===== config.mk =====
export PLATFORM = sky130hd
export DESIGN_NAME = rv_core
export DESIGN_NICKNAME = d
export VERILOG_FILES = /design/src/rv_pkg.sv /design/src/fetch_unit.sv /design/src/decode_unit.sv /design/src/reg_file.sv /design/src/execute_unit.sv /design/src/mem_access.sv /design/src/pipe_control.sv /design/src/rv_core.sv
export VERILOG_INCLUDE_DIRS = /design/src
export SDC_FILE = /design/constraint.sdc
export NUM_CORES = 2
export LEC_CHECK = 0
export ABC_AREA = 1
export BUFFER_PORTS_ARGS = -buffer_cell sky130_fd_sc_hd__buf_2
export CAP_MARGIN = 20
export CORE_UTILIZATION = 25
export DETAILED_ROUTE_END_ITERATION = 12
export PLACE_DENSITY = 0.48
export SLEW_MARGIN = 0
export SYNTH_ARGS = -nofsm -noshare
export SYNTH_HDL_FRONTEND = slang
export SYNTH_HIERARCHICAL = 1
export SYNTH_SLANG_ARGS = --single-unit

===== constraint.sdc =====
create_clock -name clk -period 23 [get_ports clk]
set_clock_uncertainty 0.2 [all_clocks]
set_input_delay 1.15 -clock clk [delete_from_list [all_inputs] [get_ports clk]]
set_output_delay 1.15 -clock clk [all_outputs]
set_load 0.005 [all_outputs]

===== src/rv_defines.svh =====
`ifndef RV_DEFINES_SVH
`define RV_DEFINES_SVH

// Data path and address width
`define RV_XLEN 32

// First fetch address after reset
`define RV_RESET_PC 32'h0001_0000

// Architectural register count
`define RV_NREGS 32

// ADDI x0,x0,0
`define RV_NOP 32'h0000_0013

`endif


===== src/rv_pkg.sv =====
`include "rv_defines.svh"

package rv_pkg;

    // Major opcodes of the supported subset
    typedef enum logic [6:0] {
        OP     = 7'b0110011,
        OP_IMM = 7'b0010011,
        LUI    = 7'b0110111,
        LOAD   = 7'b0000011,
        STORE  = 7'b0100011,
        BRANCH = 7'b1100011,
        JAL    = 7'b1101111
    } opcode_e;

    typedef enum logic [2:0] {
        ALU_ADD,
        ALU_SUB,
        ALU_AND,
        ALU_OR,
        ALU_XOR,
        ALU_SLT,
        ALU_PASS_B  // LUI
    } alu_op_e;

    typedef enum logic [1:0] {
        FWD_REG,
        FWD_MEM,
        FWD_WB
    } fwd_sel_e;

    typedef struct packed {
        logic                valid;
        logic [`RV_XLEN-1:0] pc;
        logic [`RV_XLEN-1:0] instr;
    } if_id_t;

    typedef struct packed {
        logic                valid;
        logic [`RV_XLEN-1:0] pc;
        opcode_e             opcode;
        alu_op_e             alu_op;
        logic [4:0]          rs1;
        logic [4:0]          rs2;
        logic [4:0]          rd;
        logic [`RV_XLEN-1:0] imm;
        logic [`RV_XLEN-1:0] rdata1;
        logic [`RV_XLEN-1:0] rdata2;
        logic                reg_write;
        logic                load;
        logic                store;
        logic                bne;    // Branch on not equal
        logic                jump;
    } id_ex_t;

    typedef struct packed {
        logic                valid;
        logic [4:0]          rd;
        logic                reg_write;
        logic                load;
        logic                store;
        logic [`RV_XLEN-1:0] result;      // ALU result or data address
        logic [`RV_XLEN-1:0] store_data;
    } ex_mem_t;

    typedef struct packed {
        logic                valid;
        logic [4:0]          rd;
        logic                reg_write;
        logic [`RV_XLEN-1:0] wdata;
    } mem_wb_t;

endpackage


===== src/fetch_unit.sv =====
`timescale 1ns/10ps
`include "rv_defines.svh"

module fetch_unit (
    input  logic                clk,
    input  logic                rst,
    input  logic                stall,
    input  logic                redirect,
    input  logic [`RV_XLEN-1:0] target,
    input  logic [`RV_XLEN-1:0] imem_data,
    input  logic                imem_ack_n,
    output logic [`RV_XLEN-1:0] imem_addr,
    output rv_pkg::if_id_t      if_id
);

    logic [`RV_XLEN-1:0] pc;

    assign imem_addr = pc;

    always_ff @(posedge clk) begin
        if (rst) begin
            pc          <= `RV_RESET_PC;
            if_id.valid <= 1'b0;
        end else if (!stall) begin
            if (redirect) begin
                pc          <= target;  // Drop the word fetched this cycle
                if_id.valid <= 1'b0;
                if_id.instr <= `RV_NOP;
            end else if (!imem_ack_n) begin
                pc          <= pc + `RV_XLEN'd4;
                if_id.valid <= 1'b1;
                if_id.instr <= imem_data;
            end else begin
                // No acknowledge so retry the same address
                if_id.valid <= 1'b0;
                if_id.instr <= `RV_NOP;
            end
            if_id.pc <= pc;
        end
    end

endmodule


===== src/decode_unit.sv =====
`timescale 1ns/10ps
`include "rv_defines.svh"

module decode_unit (
    input  logic                clk,
    input  logic                rst,
    input  logic                stall,
    input  logic                flush,
    input  rv_pkg::if_id_t      if_id,
    input  logic [`RV_XLEN-1:0] rdata1,
    input  logic [`RV_XLEN-1:0] rdata2,
    output logic [4:0]          rs1,
    output logic [4:0]          rs2,
    output rv_pkg::id_ex_t      id_ex
);

    import rv_pkg::*;

    logic [`RV_XLEN-1:0] instr;
    logic [`RV_XLEN-1:0] imm_i, imm_s, imm_b, imm_j, imm_u;
    opcode_e             opc;
    logic [2:0]          funct3;
    logic                is_sub;
    alu_op_e             funct_op;
    id_ex_t              dec;

    assign instr  = if_id.instr;
    assign opc    = opcode_e'(instr[6:0]);
    assign funct3 = instr[14:12];
    assign is_sub = (opc == OP) && instr[30];

    assign imm_i = {{20{instr[31]}}, instr[31:20]};
    assign imm_s = {{20{instr[31]}}, instr[31:25], instr[11:7]};
    assign imm_b = {{19{instr[31]}}, instr[31], instr[7], instr[30:25], instr[11:8], 1'b0};
    assign imm_j = {{11{instr[31]}}, instr[31], instr[19:12], instr[20], instr[30:21], 1'b0};
    assign imm_u = {instr[31:12], 12'd0};

    // Unused source fields read as x0 so they never match a hazard
    assign rs1 = (opc inside {OP, OP_IMM, LOAD, STORE, BRANCH}) ? instr[19:15] : 5'd0;
    assign rs2 = (opc inside {OP, STORE, BRANCH}) ? instr[24:20] : 5'd0;

    always_comb begin
        case (funct3)
            3'b010:  funct_op = ALU_SLT;
            3'b100:  funct_op = ALU_XOR;
            3'b110:  funct_op = ALU_OR;
            3'b111:  funct_op = ALU_AND;
            default: funct_op = is_sub ? ALU_SUB : ALU_ADD;
        endcase
    end

    always_comb begin
        dec        = '0;
        dec.valid  = if_id.valid;
        dec.pc     = if_id.pc;
        dec.opcode = opc;
        dec.alu_op = ALU_ADD;
        dec.rs1    = rs1;
        dec.rs2    = rs2;
        dec.rd     = instr[11:7];
        dec.rdata1 = rdata1;
        dec.rdata2 = rdata2;
        case (opc)
            OP, OP_IMM: begin
                dec.imm       = imm_i;
                dec.alu_op    = funct_op;
                dec.reg_write = 1'b1;
            end
            LUI: begin
                dec.imm       = imm_u;
                dec.alu_op    = ALU_PASS_B;
                dec.reg_write = 1'b1;
            end
            LOAD: begin
                dec.imm       = imm_i;
                dec.reg_write = 1'b1;
                dec.load      = 1'b1;
            end
            STORE: begin
                dec.imm   = imm_s;
                dec.store = 1'b1;
            end
            BRANCH: begin
                dec.imm = imm_b;
                dec.bne = funct3[0];
            end
            JAL: begin
                dec.imm       = imm_j;
                dec.reg_write = 1'b1;
                dec.jump      = 1'b1;
            end
            default: dec.valid = 1'b0;  // Outside the subset
        endcase
    end

    always_ff @(posedge clk) begin
        if (rst) begin
            id_ex.valid <= 1'b0;
        end else if (!stall) begin
            id_ex <= dec;
            if (flush) begin
                id_ex.valid <= 1'b0;
            end
        end
    end

endmodule


===== src/reg_file.sv =====
`timescale 1ns/10ps
`include "rv_defines.svh"

module reg_file (
    input  logic                clk,
    input  logic                rst,
    input  logic [4:0]          rs1,
    input  logic [4:0]          rs2,
    input  rv_pkg::mem_wb_t     wb,
    output logic [`RV_XLEN-1:0] rdata1,
    output logic [`RV_XLEN-1:0] rdata2
);

    logic [`RV_XLEN-1:0] regs [`RV_NREGS];
    logic                wr_en;

    assign wr_en = wb.valid && wb.reg_write && (wb.rd != 5'd0);

    always_ff @(posedge clk) begin
        if (!rst && wr_en) begin
            regs[wb.rd] <= wb.wdata;
        end
    end

    // Same-cycle write is seen by decode
    always_comb begin
        if (rs1 == 5'd0)
            rdata1 = '0;
        else if (wr_en && (wb.rd == rs1))
            rdata1 = wb.wdata;
        else
            rdata1 = regs[rs1];
        if (rs2 == 5'd0)
            rdata2 = '0;
        else if (wr_en && (wb.rd == rs2))
            rdata2 = wb.wdata;
        else
            rdata2 = regs[rs2];
    end

endmodule


===== src/execute_unit.sv =====
`timescale 1ns/10ps
`include "rv_defines.svh"

module execute_unit (
    input  logic                clk,
    input  logic                rst,
    input  logic                stall,
    input  rv_pkg::id_ex_t      id_ex,
    input  rv_pkg::fwd_sel_e    fwd_a,
    input  rv_pkg::fwd_sel_e    fwd_b,
    input  logic [`RV_XLEN-1:0] mem_fwd,
    input  logic [`RV_XLEN-1:0] wb_fwd,
    output logic                redirect,
    output logic [`RV_XLEN-1:0] target,
    output rv_pkg::ex_mem_t     ex_mem
);

    import rv_pkg::*;

    logic [`RV_XLEN-1:0] op_a, op_b, alu_b, alu_out, result;
    logic                equal;

    function automatic logic [`RV_XLEN-1:0] fwd_mux(input fwd_sel_e sel,
                                                    input logic [`RV_XLEN-1:0] reg_val);
        case (sel)
            FWD_MEM: return mem_fwd;
            FWD_WB:  return wb_fwd;
            default: return reg_val;
        endcase
    endfunction

    assign op_a  = fwd_mux(fwd_a, id_ex.rdata1);
    assign op_b  = fwd_mux(fwd_b, id_ex.rdata2);
    assign alu_b = (id_ex.opcode == OP) ? op_b : id_ex.imm;

    always_comb begin
        case (id_ex.alu_op)
            ALU_SUB:    alu_out = op_a - alu_b;
            ALU_AND:    alu_out = op_a & alu_b;
            ALU_OR:     alu_out = op_a | alu_b;
            ALU_XOR:    alu_out = op_a ^ alu_b;
            ALU_SLT:    alu_out = {{(`RV_XLEN-1){1'b0}}, $signed(op_a) < $signed(alu_b)};
            ALU_PASS_B: alu_out = alu_b;
            default:    alu_out = op_a + alu_b;
        endcase
    end

    assign result = id_ex.jump ? id_ex.pc + `RV_XLEN'd4 : alu_out;  // Link address

    // BEQ/BNE and JAL share one adder for the target
    assign equal    = (op_a == op_b);
    assign target   = id_ex.pc + id_ex.imm;
    assign redirect = id_ex.valid &&
                      (id_ex.jump || ((id_ex.opcode == BRANCH) && (equal != id_ex.bne)));

    always_ff @(posedge clk) begin
        if (rst) begin
            ex_mem.valid <= 1'b0;
        end else if (!stall) begin
            ex_mem.valid      <= id_ex.valid;
            ex_mem.rd         <= id_ex.rd;
            ex_mem.reg_write  <= id_ex.reg_write;
            ex_mem.load       <= id_ex.load;
            ex_mem.store      <= id_ex.store;
            ex_mem.result     <= result;
            ex_mem.store_data <= op_b;
        end
    end

endmodule


===== src/mem_access.sv =====
`timescale 1ns/10ps
`include "rv_defines.svh"

module mem_access (
    input  logic                clk,
    input  logic                rst,
    input  logic                stall,
    input  rv_pkg::ex_mem_t     ex_mem,
    input  logic [`RV_XLEN-1:0] dmem_rdata,
    input  logic                dmem_ack_n,
    output logic                dmem_req,
    output logic                dmem_write,
    output logic [`RV_XLEN-1:0] dmem_addr,
    output logic [1:0]          dmem_size,
    output logic [`RV_XLEN-1:0] dmem_wdata,
    output logic                mem_busy,
    output logic [`RV_XLEN-1:0] mem_fwd,
    output rv_pkg::mem_wb_t     mem_wb
);

    localparam logic [1:0] size_word = 2'b10;

    logic access;

    assign access = ex_mem.valid && (ex_mem.load || ex_mem.store);

    // Held stable by the global stall until acknowledged
    assign dmem_req   = access;
    assign dmem_write = access && ex_mem.store;
    assign dmem_addr  = ex_mem.result;
    assign dmem_size  = size_word;
    assign dmem_wdata = ex_mem.store_data;

    assign mem_busy = access && dmem_ack_n;

    // Load data only valid in the acknowledge cycle
    assign mem_fwd = ex_mem.load ? dmem_rdata : ex_mem.result;

    always_ff @(posedge clk) begin
        if (rst) begin
            mem_wb.valid <= 1'b0;
        end else if (!stall) begin
            mem_wb.valid     <= ex_mem.valid;
            mem_wb.rd        <= ex_mem.rd;
            mem_wb.reg_write <= ex_mem.reg_write;
            mem_wb.wdata     <= mem_fwd;
        end
    end

endmodule


===== src/pipe_control.sv =====
`timescale 1ns/10ps

module pipe_control (
    input  logic             clk,
    input  logic             rst,
    input  rv_pkg::if_id_t   if_id,
    input  rv_pkg::id_ex_t   id_ex,
    input  rv_pkg::ex_mem_t  ex_mem,
    input  rv_pkg::mem_wb_t  mem_wb,
    input  logic [4:0]       rs1,
    input  logic [4:0]       rs2,
    input  logic             redirect,
    input  logic             mem_busy,
    output logic             stall_if,
    output logic             stall_id,
    output logic             stall_ex,
    output logic             flush_id,
    output logic             flush_ex,
    output rv_pkg::fwd_sel_e fwd_a,
    output rv_pkg::fwd_sel_e fwd_b
);

    import rv_pkg::*;

    logic load_use;
    logic lu_q;  // Bubble inserted last cycle

    // Youngest producer wins
    function automatic fwd_sel_e pick(input logic [4:0] src, input ex_mem_t em,
                                      input mem_wb_t mw);
        if (src != 5'd0 && em.valid && em.reg_write && em.rd == src)
            return FWD_MEM;
        if (src != 5'd0 && mw.valid && mw.reg_write && mw.rd == src)
            return FWD_WB;
        return FWD_REG;
    endfunction

    assign fwd_a = pick(id_ex.rs1, ex_mem, mem_wb);
    assign fwd_b = pick(id_ex.rs2, ex_mem, mem_wb);

    assign load_use = id_ex.valid && id_ex.load && (id_ex.rd != 5'd0) && if_id.valid &&
                      !lu_q && ((id_ex.rd == rs1) || (id_ex.rd == rs2));

    always_ff @(posedge clk) begin
        if (rst)
            lu_q <= 1'b0;
        else
            lu_q <= load_use && !mem_busy;
    end

    // Data bus wait freezes every stage register
    assign stall_if = mem_busy || load_use;
    assign stall_id = mem_busy;
    assign stall_ex = mem_busy;

    assign flush_id = redirect;
    assign flush_ex = redirect || load_use;  // Bubble into ID/EX

endmodule


===== src/rv_core.sv =====
`timescale 1ns/10ps
`include "rv_defines.svh"

module rv_core (
    input  logic                clk,
    input  logic                rst,

    // Instruction bus
    output logic [`RV_XLEN-1:0] imem_addr,
    input  logic [`RV_XLEN-1:0] imem_data,
    input  logic                imem_ack_n,  // Low when imem_data is valid

    // Data bus
    output logic                dmem_req,
    output logic                dmem_write,
    output logic [`RV_XLEN-1:0] dmem_addr,
    output logic [1:0]          dmem_size,
    output logic [`RV_XLEN-1:0] dmem_wdata,
    input  logic [`RV_XLEN-1:0] dmem_rdata,
    input  logic                dmem_ack_n   // Low completes the access
);

    import rv_pkg::*;

    if_id_t              if_id;
    id_ex_t              id_ex;
    ex_mem_t             ex_mem;
    mem_wb_t             mem_wb;
    logic [4:0]          rs1, rs2;
    logic [`RV_XLEN-1:0] rdata1, rdata2;
    logic                stall_if, stall_id, stall_ex;
    logic                flush_id, flush_ex;
    fwd_sel_e            fwd_a, fwd_b;
    logic                redirect;
    logic [`RV_XLEN-1:0] target;
    logic                mem_busy;
    logic [`RV_XLEN-1:0] mem_fwd;

    fetch_unit u_fetch (
        .clk        (clk),
        .rst        (rst),
        .stall      (stall_if),
        .redirect   (flush_id),
        .target     (target),
        .imem_data  (imem_data),
        .imem_ack_n (imem_ack_n),
        .imem_addr  (imem_addr),
        .if_id      (if_id)
    );

    decode_unit u_decode (
        .clk    (clk),
        .rst    (rst),
        .stall  (stall_id),
        .flush  (flush_ex),
        .if_id  (if_id),
        .rdata1 (rdata1),
        .rdata2 (rdata2),
        .rs1    (rs1),
        .rs2    (rs2),
        .id_ex  (id_ex)
    );

    reg_file u_regs (
        .clk    (clk),
        .rst    (rst),
        .rs1    (rs1),
        .rs2    (rs2),
        .wb     (mem_wb),
        .rdata1 (rdata1),
        .rdata2 (rdata2)
    );

    execute_unit u_execute (
        .clk      (clk),
        .rst      (rst),
        .stall    (stall_ex),
        .id_ex    (id_ex),
        .fwd_a    (fwd_a),
        .fwd_b    (fwd_b),
        .mem_fwd  (mem_fwd),
        .wb_fwd   (mem_wb.wdata),
        .redirect (redirect),
        .target   (target),
        .ex_mem   (ex_mem)
    );

    mem_access u_mem (
        .clk        (clk),
        .rst        (rst),
        .stall      (stall_ex),
        .ex_mem     (ex_mem),
        .dmem_rdata (dmem_rdata),
        .dmem_ack_n (dmem_ack_n),
        .dmem_req   (dmem_req),
        .dmem_write (dmem_write),
        .dmem_addr  (dmem_addr),
        .dmem_size  (dmem_size),
        .dmem_wdata (dmem_wdata),
        .mem_busy   (mem_busy),
        .mem_fwd    (mem_fwd),
        .mem_wb     (mem_wb)
    );

    pipe_control u_ctrl (
        .clk      (clk),
        .rst      (rst),
        .if_id    (if_id),
        .id_ex    (id_ex),
        .ex_mem   (ex_mem),
        .mem_wb   (mem_wb),
        .rs1      (rs1),
        .rs2      (rs2),
        .redirect (redirect),
        .mem_busy (mem_busy),
        .stall_if (stall_if),
        .stall_id (stall_id),
        .stall_ex (stall_ex),
        .flush_id (flush_id),
        .flush_ex (flush_ex),
        .fwd_a    (fwd_a),
        .fwd_b    (fwd_b)
    );

endmodule


==> results by group <==
Outcome
  – Outcome: finished, final reports clean

Synthesis
  – Largest family of logic cells by synthesized area: simple AND/OR/NAND/NOR gates
  – Top_reg_cell synth: edfxtp_1
  – Synthesized area: between 70000 and 80000 um2
  – Seq/Total Area, Yosys: between 50 and 60%
  – Compound-gate portion of the synthesized area: approximately a tenth
  – Mapped Cells: 9537
  – Synth Area in Adders: under 10%
  – Post-Synth Simple-Gate Area: between 20% and 30%
  – Post-Synth XOR/XNOR Area: 0.812%
  – Avg Cell Area, Syn: between 8 and 9 um2
  – Yosys warns: 6
  – Mux contribution to synthesized area: 0%
  – Number of synthesized flops with an enable pin: about 1400
  – Synth unique cells: between 60 and 70
  – Async S/R FF share, synth: 0%
  – #FFs+latches synth: 1393

CTS
  – Clk slew on worst S/H paths: about 60 ps
  – Post-CTS setup buffers: 0
  – H-Tree Level Count: 4
  – # clock sinks: 1393
  – Clock Latency Late Sink: about 840 ps
  – Root buffer cell: clkbuf_16
  – Post_cts resized: 0
  – Clock Path Buffers: 3
  – Hold-fix buffers, CTS: 0
  – TritonCTS clock tree: built
  – Total CTS buffers: 168

Worst setup path
  – Worst R2R End: u_fetch/imem_addr[7]$_SDFFE_PP0N_
  – Crit end category: flop
  – Crit Path Class: reg -> reg
  – Worst R2R Setup Slack: 16470 ps
  – Most Frequent Cell on Critical Path: nand2_1
  – Worst R2R Start: u_mem/mem_wb[36]$_DFFE_PP_
  – Slowest cell on crit path: inv_1
  – CP arrival: 7060 ps
  – Worst Path Required: 23530 ps
  – Largest stage delay, worst path: approximately 690 ps
  – R2R depth: 29
  – Worst setup SP type: flop
  – CP max FO: 64

Placement
  – Cell Area, Placed: roughly 84000 um2
  – Count of input and output buffers: roughly 170
  – Post-DP HPWL: 207000 um
  – Final Wtd Congestion: about 0.92
  – Setup slack at placement: between 15000 and 20000 ps

Detailed routing
  – M1 wire length: about 140000 um
  – First-pass DRT Iterations: 8
  – Top Metal Used: met5
  – DRT iter0 DRCs: about 7700
  – DR vias/cell: 5.01
  – Vias: around 69000
  – Met2 Routed Length: between 100000 and 150000 um
  – Met3 WL: ~26000 um
  – Drt drc: 0
  – Routed Antenna Nets: 0
  – Avg WL per Cell: 24.1 um
  – WL final: ~330000 um

Hold path
  – Hold endpoint: u_decode/id_ex[155]$_DFFE_PP_
  – WHS Path Cells: 0
  – Hold_sp: u_fetch/if_id[61]$_DFFE_PP_
  – Hold WC Path Type: reg -> reg

Floorplanning
  – Cell row count: roughly 210
  – Die area: roughly 320000 um2
  – Die height: about 570 um
  – Die span in x: 567 um
  – Core footprint: 318000 um2
  – Ports: approximately 170
  – Initial core utilization: around a quarter

Run
  – Max-cap violation count: 0

Timing
  – Slew Viols, Final: 0
  – Final Cycle Share: 28.4%
  – Hold slack: about 220 ps
  – Setup total negative slack: 0 ps
  – Endpoints failing hold: 0
  – Finish-stage setup viols: 0
  – Final WS setup: between 15000 and 20000 ps
  – FMAX: 0.153 GHz
  – RSZ-0062 raised after global routing: false
  – Max transition margin: a little under a quarter
  – Min Tclk post-route: roughly 6500 ps
  – Worst Max-Slew Pin Slew: 1140 ps

GRT
  – Antenna violations before repair: 23
  – First-pass GRT wire length: between 400000 and 500000 um
  – Largest net degree at the start of global routing: about 190
  – Total gr overflow: 0
  – Tot GR Track Use: roughly 20%
  – Vias in the first global route: 65600

Cells and area
  – Total Nets Final: approximately 9700
  – Multi-input gate area: 31700 um2
  – Area grow syn2layout: 12.7%
  – Layout cells sized above 1: under 10%
  – Sequential cell area: 41500 um2
  – Post-route cell area: about 90000 um2
  – Fin util: ~28%
  – Fillers: 33600

Power and ir drop
  – Worst IR Drop VDD: between 0.05 and 0.06 mV
  – Static leakage: 0.0345 uW
  – Pwr/cell area: between 60 and 70 nW/um2
## Yosys cell counts, drive strengths merged (37+ instances only)
| cell type | instances | area [um2] |
|---|---|---|
| a21oi | 450 | 2290 |
| buf | 429 | 2580 |
| clkbuf | 195 | 739 |
| dfxtp | 37 | 741 |
| edfxtp | 1356 | 40700 |
| ha | 133 | 1660 |
| inv | 1017 | 3820 |
| nand2 | 2695 | 10200 |
| nand3 | 1240 | 6240 |
| nor2 | 739 | 2930 |
| nor3 | 47 | 272 |
| o211ai | 246 | 1860 |
| o21ai | 595 | 3100 |
| or2 | 107 | 669 |
| xor2 | 38 | 333 |
## flip-flops by register name, indices dropped and copies added, names as in the netlist
register / flops
u_ctrl/lu_q: 1
u_regs/regs: 1024
u_decode/id_ex: 159
u_fetch/if_id: 65
u_execute/ex_mem: 73
u_fetch/imem_addr: 32
u_mem/mem_wb: 39
## worst max-delay path, delay by kind of cell, from the launching register on
family                   cells  cell delay, ps
AO/OA/AOI/OAI                3             620
buffers and inverters        7            1940
adder cells (fa/ha/maj)      1             280
flip-flops                   1             560
AND/OR/NAND/NOR             18            2710
## routing by layer
metal / track usage [%] / up-vias
met1: 26.6 / 33600
met5: 0 / -
li1: - / 31600
met4: 9.82 / 12
met2: 31.1 / 3168
met3: 3.37 / 622
## report_power, final
| group | switching [uW] | total (uW) | leakage, uW | internal [uW] |
|---|---|---|---|---|
| Sequential | 47.3 | 2900 | 0.0129 | 2850 |
| Clock | 1150 | 2640 | 0.00260 | 1490 |
| Combinational | 445 | 598 | 0.0190 | 153 |
## logic make-up after synthesis
kind of cell,after synthesis
AND/OR/NAND/NOR,4905
buffers and inverters,1645
flip-flops,1393
AO/OA/AOI/OAI,1381
adder cells (fa/ha/maj),136
XOR/XNOR,74
other,3
## worst max-delay path by stage
stage	start	endpoint	slack, ps	cells after the start
detailed placement	u_fetch/if_id[3]$_SDFFCE_PN0P_	u_decode/id_ex[28]$_DFFE_PP_	16660	19
CTS	u_fetch/if_id[3]$_SDFFCE_PN0P_	u_decode/id_ex[28]$_DFFE_PP_	16620	19
global route	u_mem/mem_wb[36]$_DFFE_PP_	u_fetch/imem_addr[7]$_SDFFE_PP0N_	15950	29
finish	u_mem/mem_wb[36]$_DFFE_PP_	u_fetch/imem_addr[7]$_SDFFE_PP0N_	16470	29
global placement	u_fetch/if_id[2]$_SDFFCE_PN0P_	u_decode/id_ex[28]$_DFFE_PP_	16660	19
floorplan	dmem_ack_n	u_decode/id_ex[0]$_DFFE_PP_	14200	4
## cell usage in the layout (no fill, tap or decap), types with 49 or more instances in the layout
master     count
a21oi_1      439
o21ai_1       79
nor2_4        56
or2_2         90
inv_1        982
buf_2        165
nand2_1     2668
clkinv_1      49
nand3_1     1234
o21ai_0      484
edfxtp_1    1356
clkbuf_16    170
o211ai_1     244
ha_1         133
nor2_1       666
buf_4        155
## cell type report
type                       count  area share, %
clock inverter               108           1.11
sequential                  1393           46.1
antenna                        6         0.0167
timing repair buffer         332           2.51
tap                         4180           5.82
multi-input combinational   6530           35.2
clock buffer                 203           4.88
inverter                    1021           4.31
## per-stage QoR
step,power (uW),instances
2_1_floorplan,3280,9568
3_3_place_gp,3540,13500
3_5_place_dp,3540,13500
4_1_cts,6180,13800
5_1_grt,6320,13800
6_report,6130,13800
No activity file was read; power rests on OpenSTA's default activity.
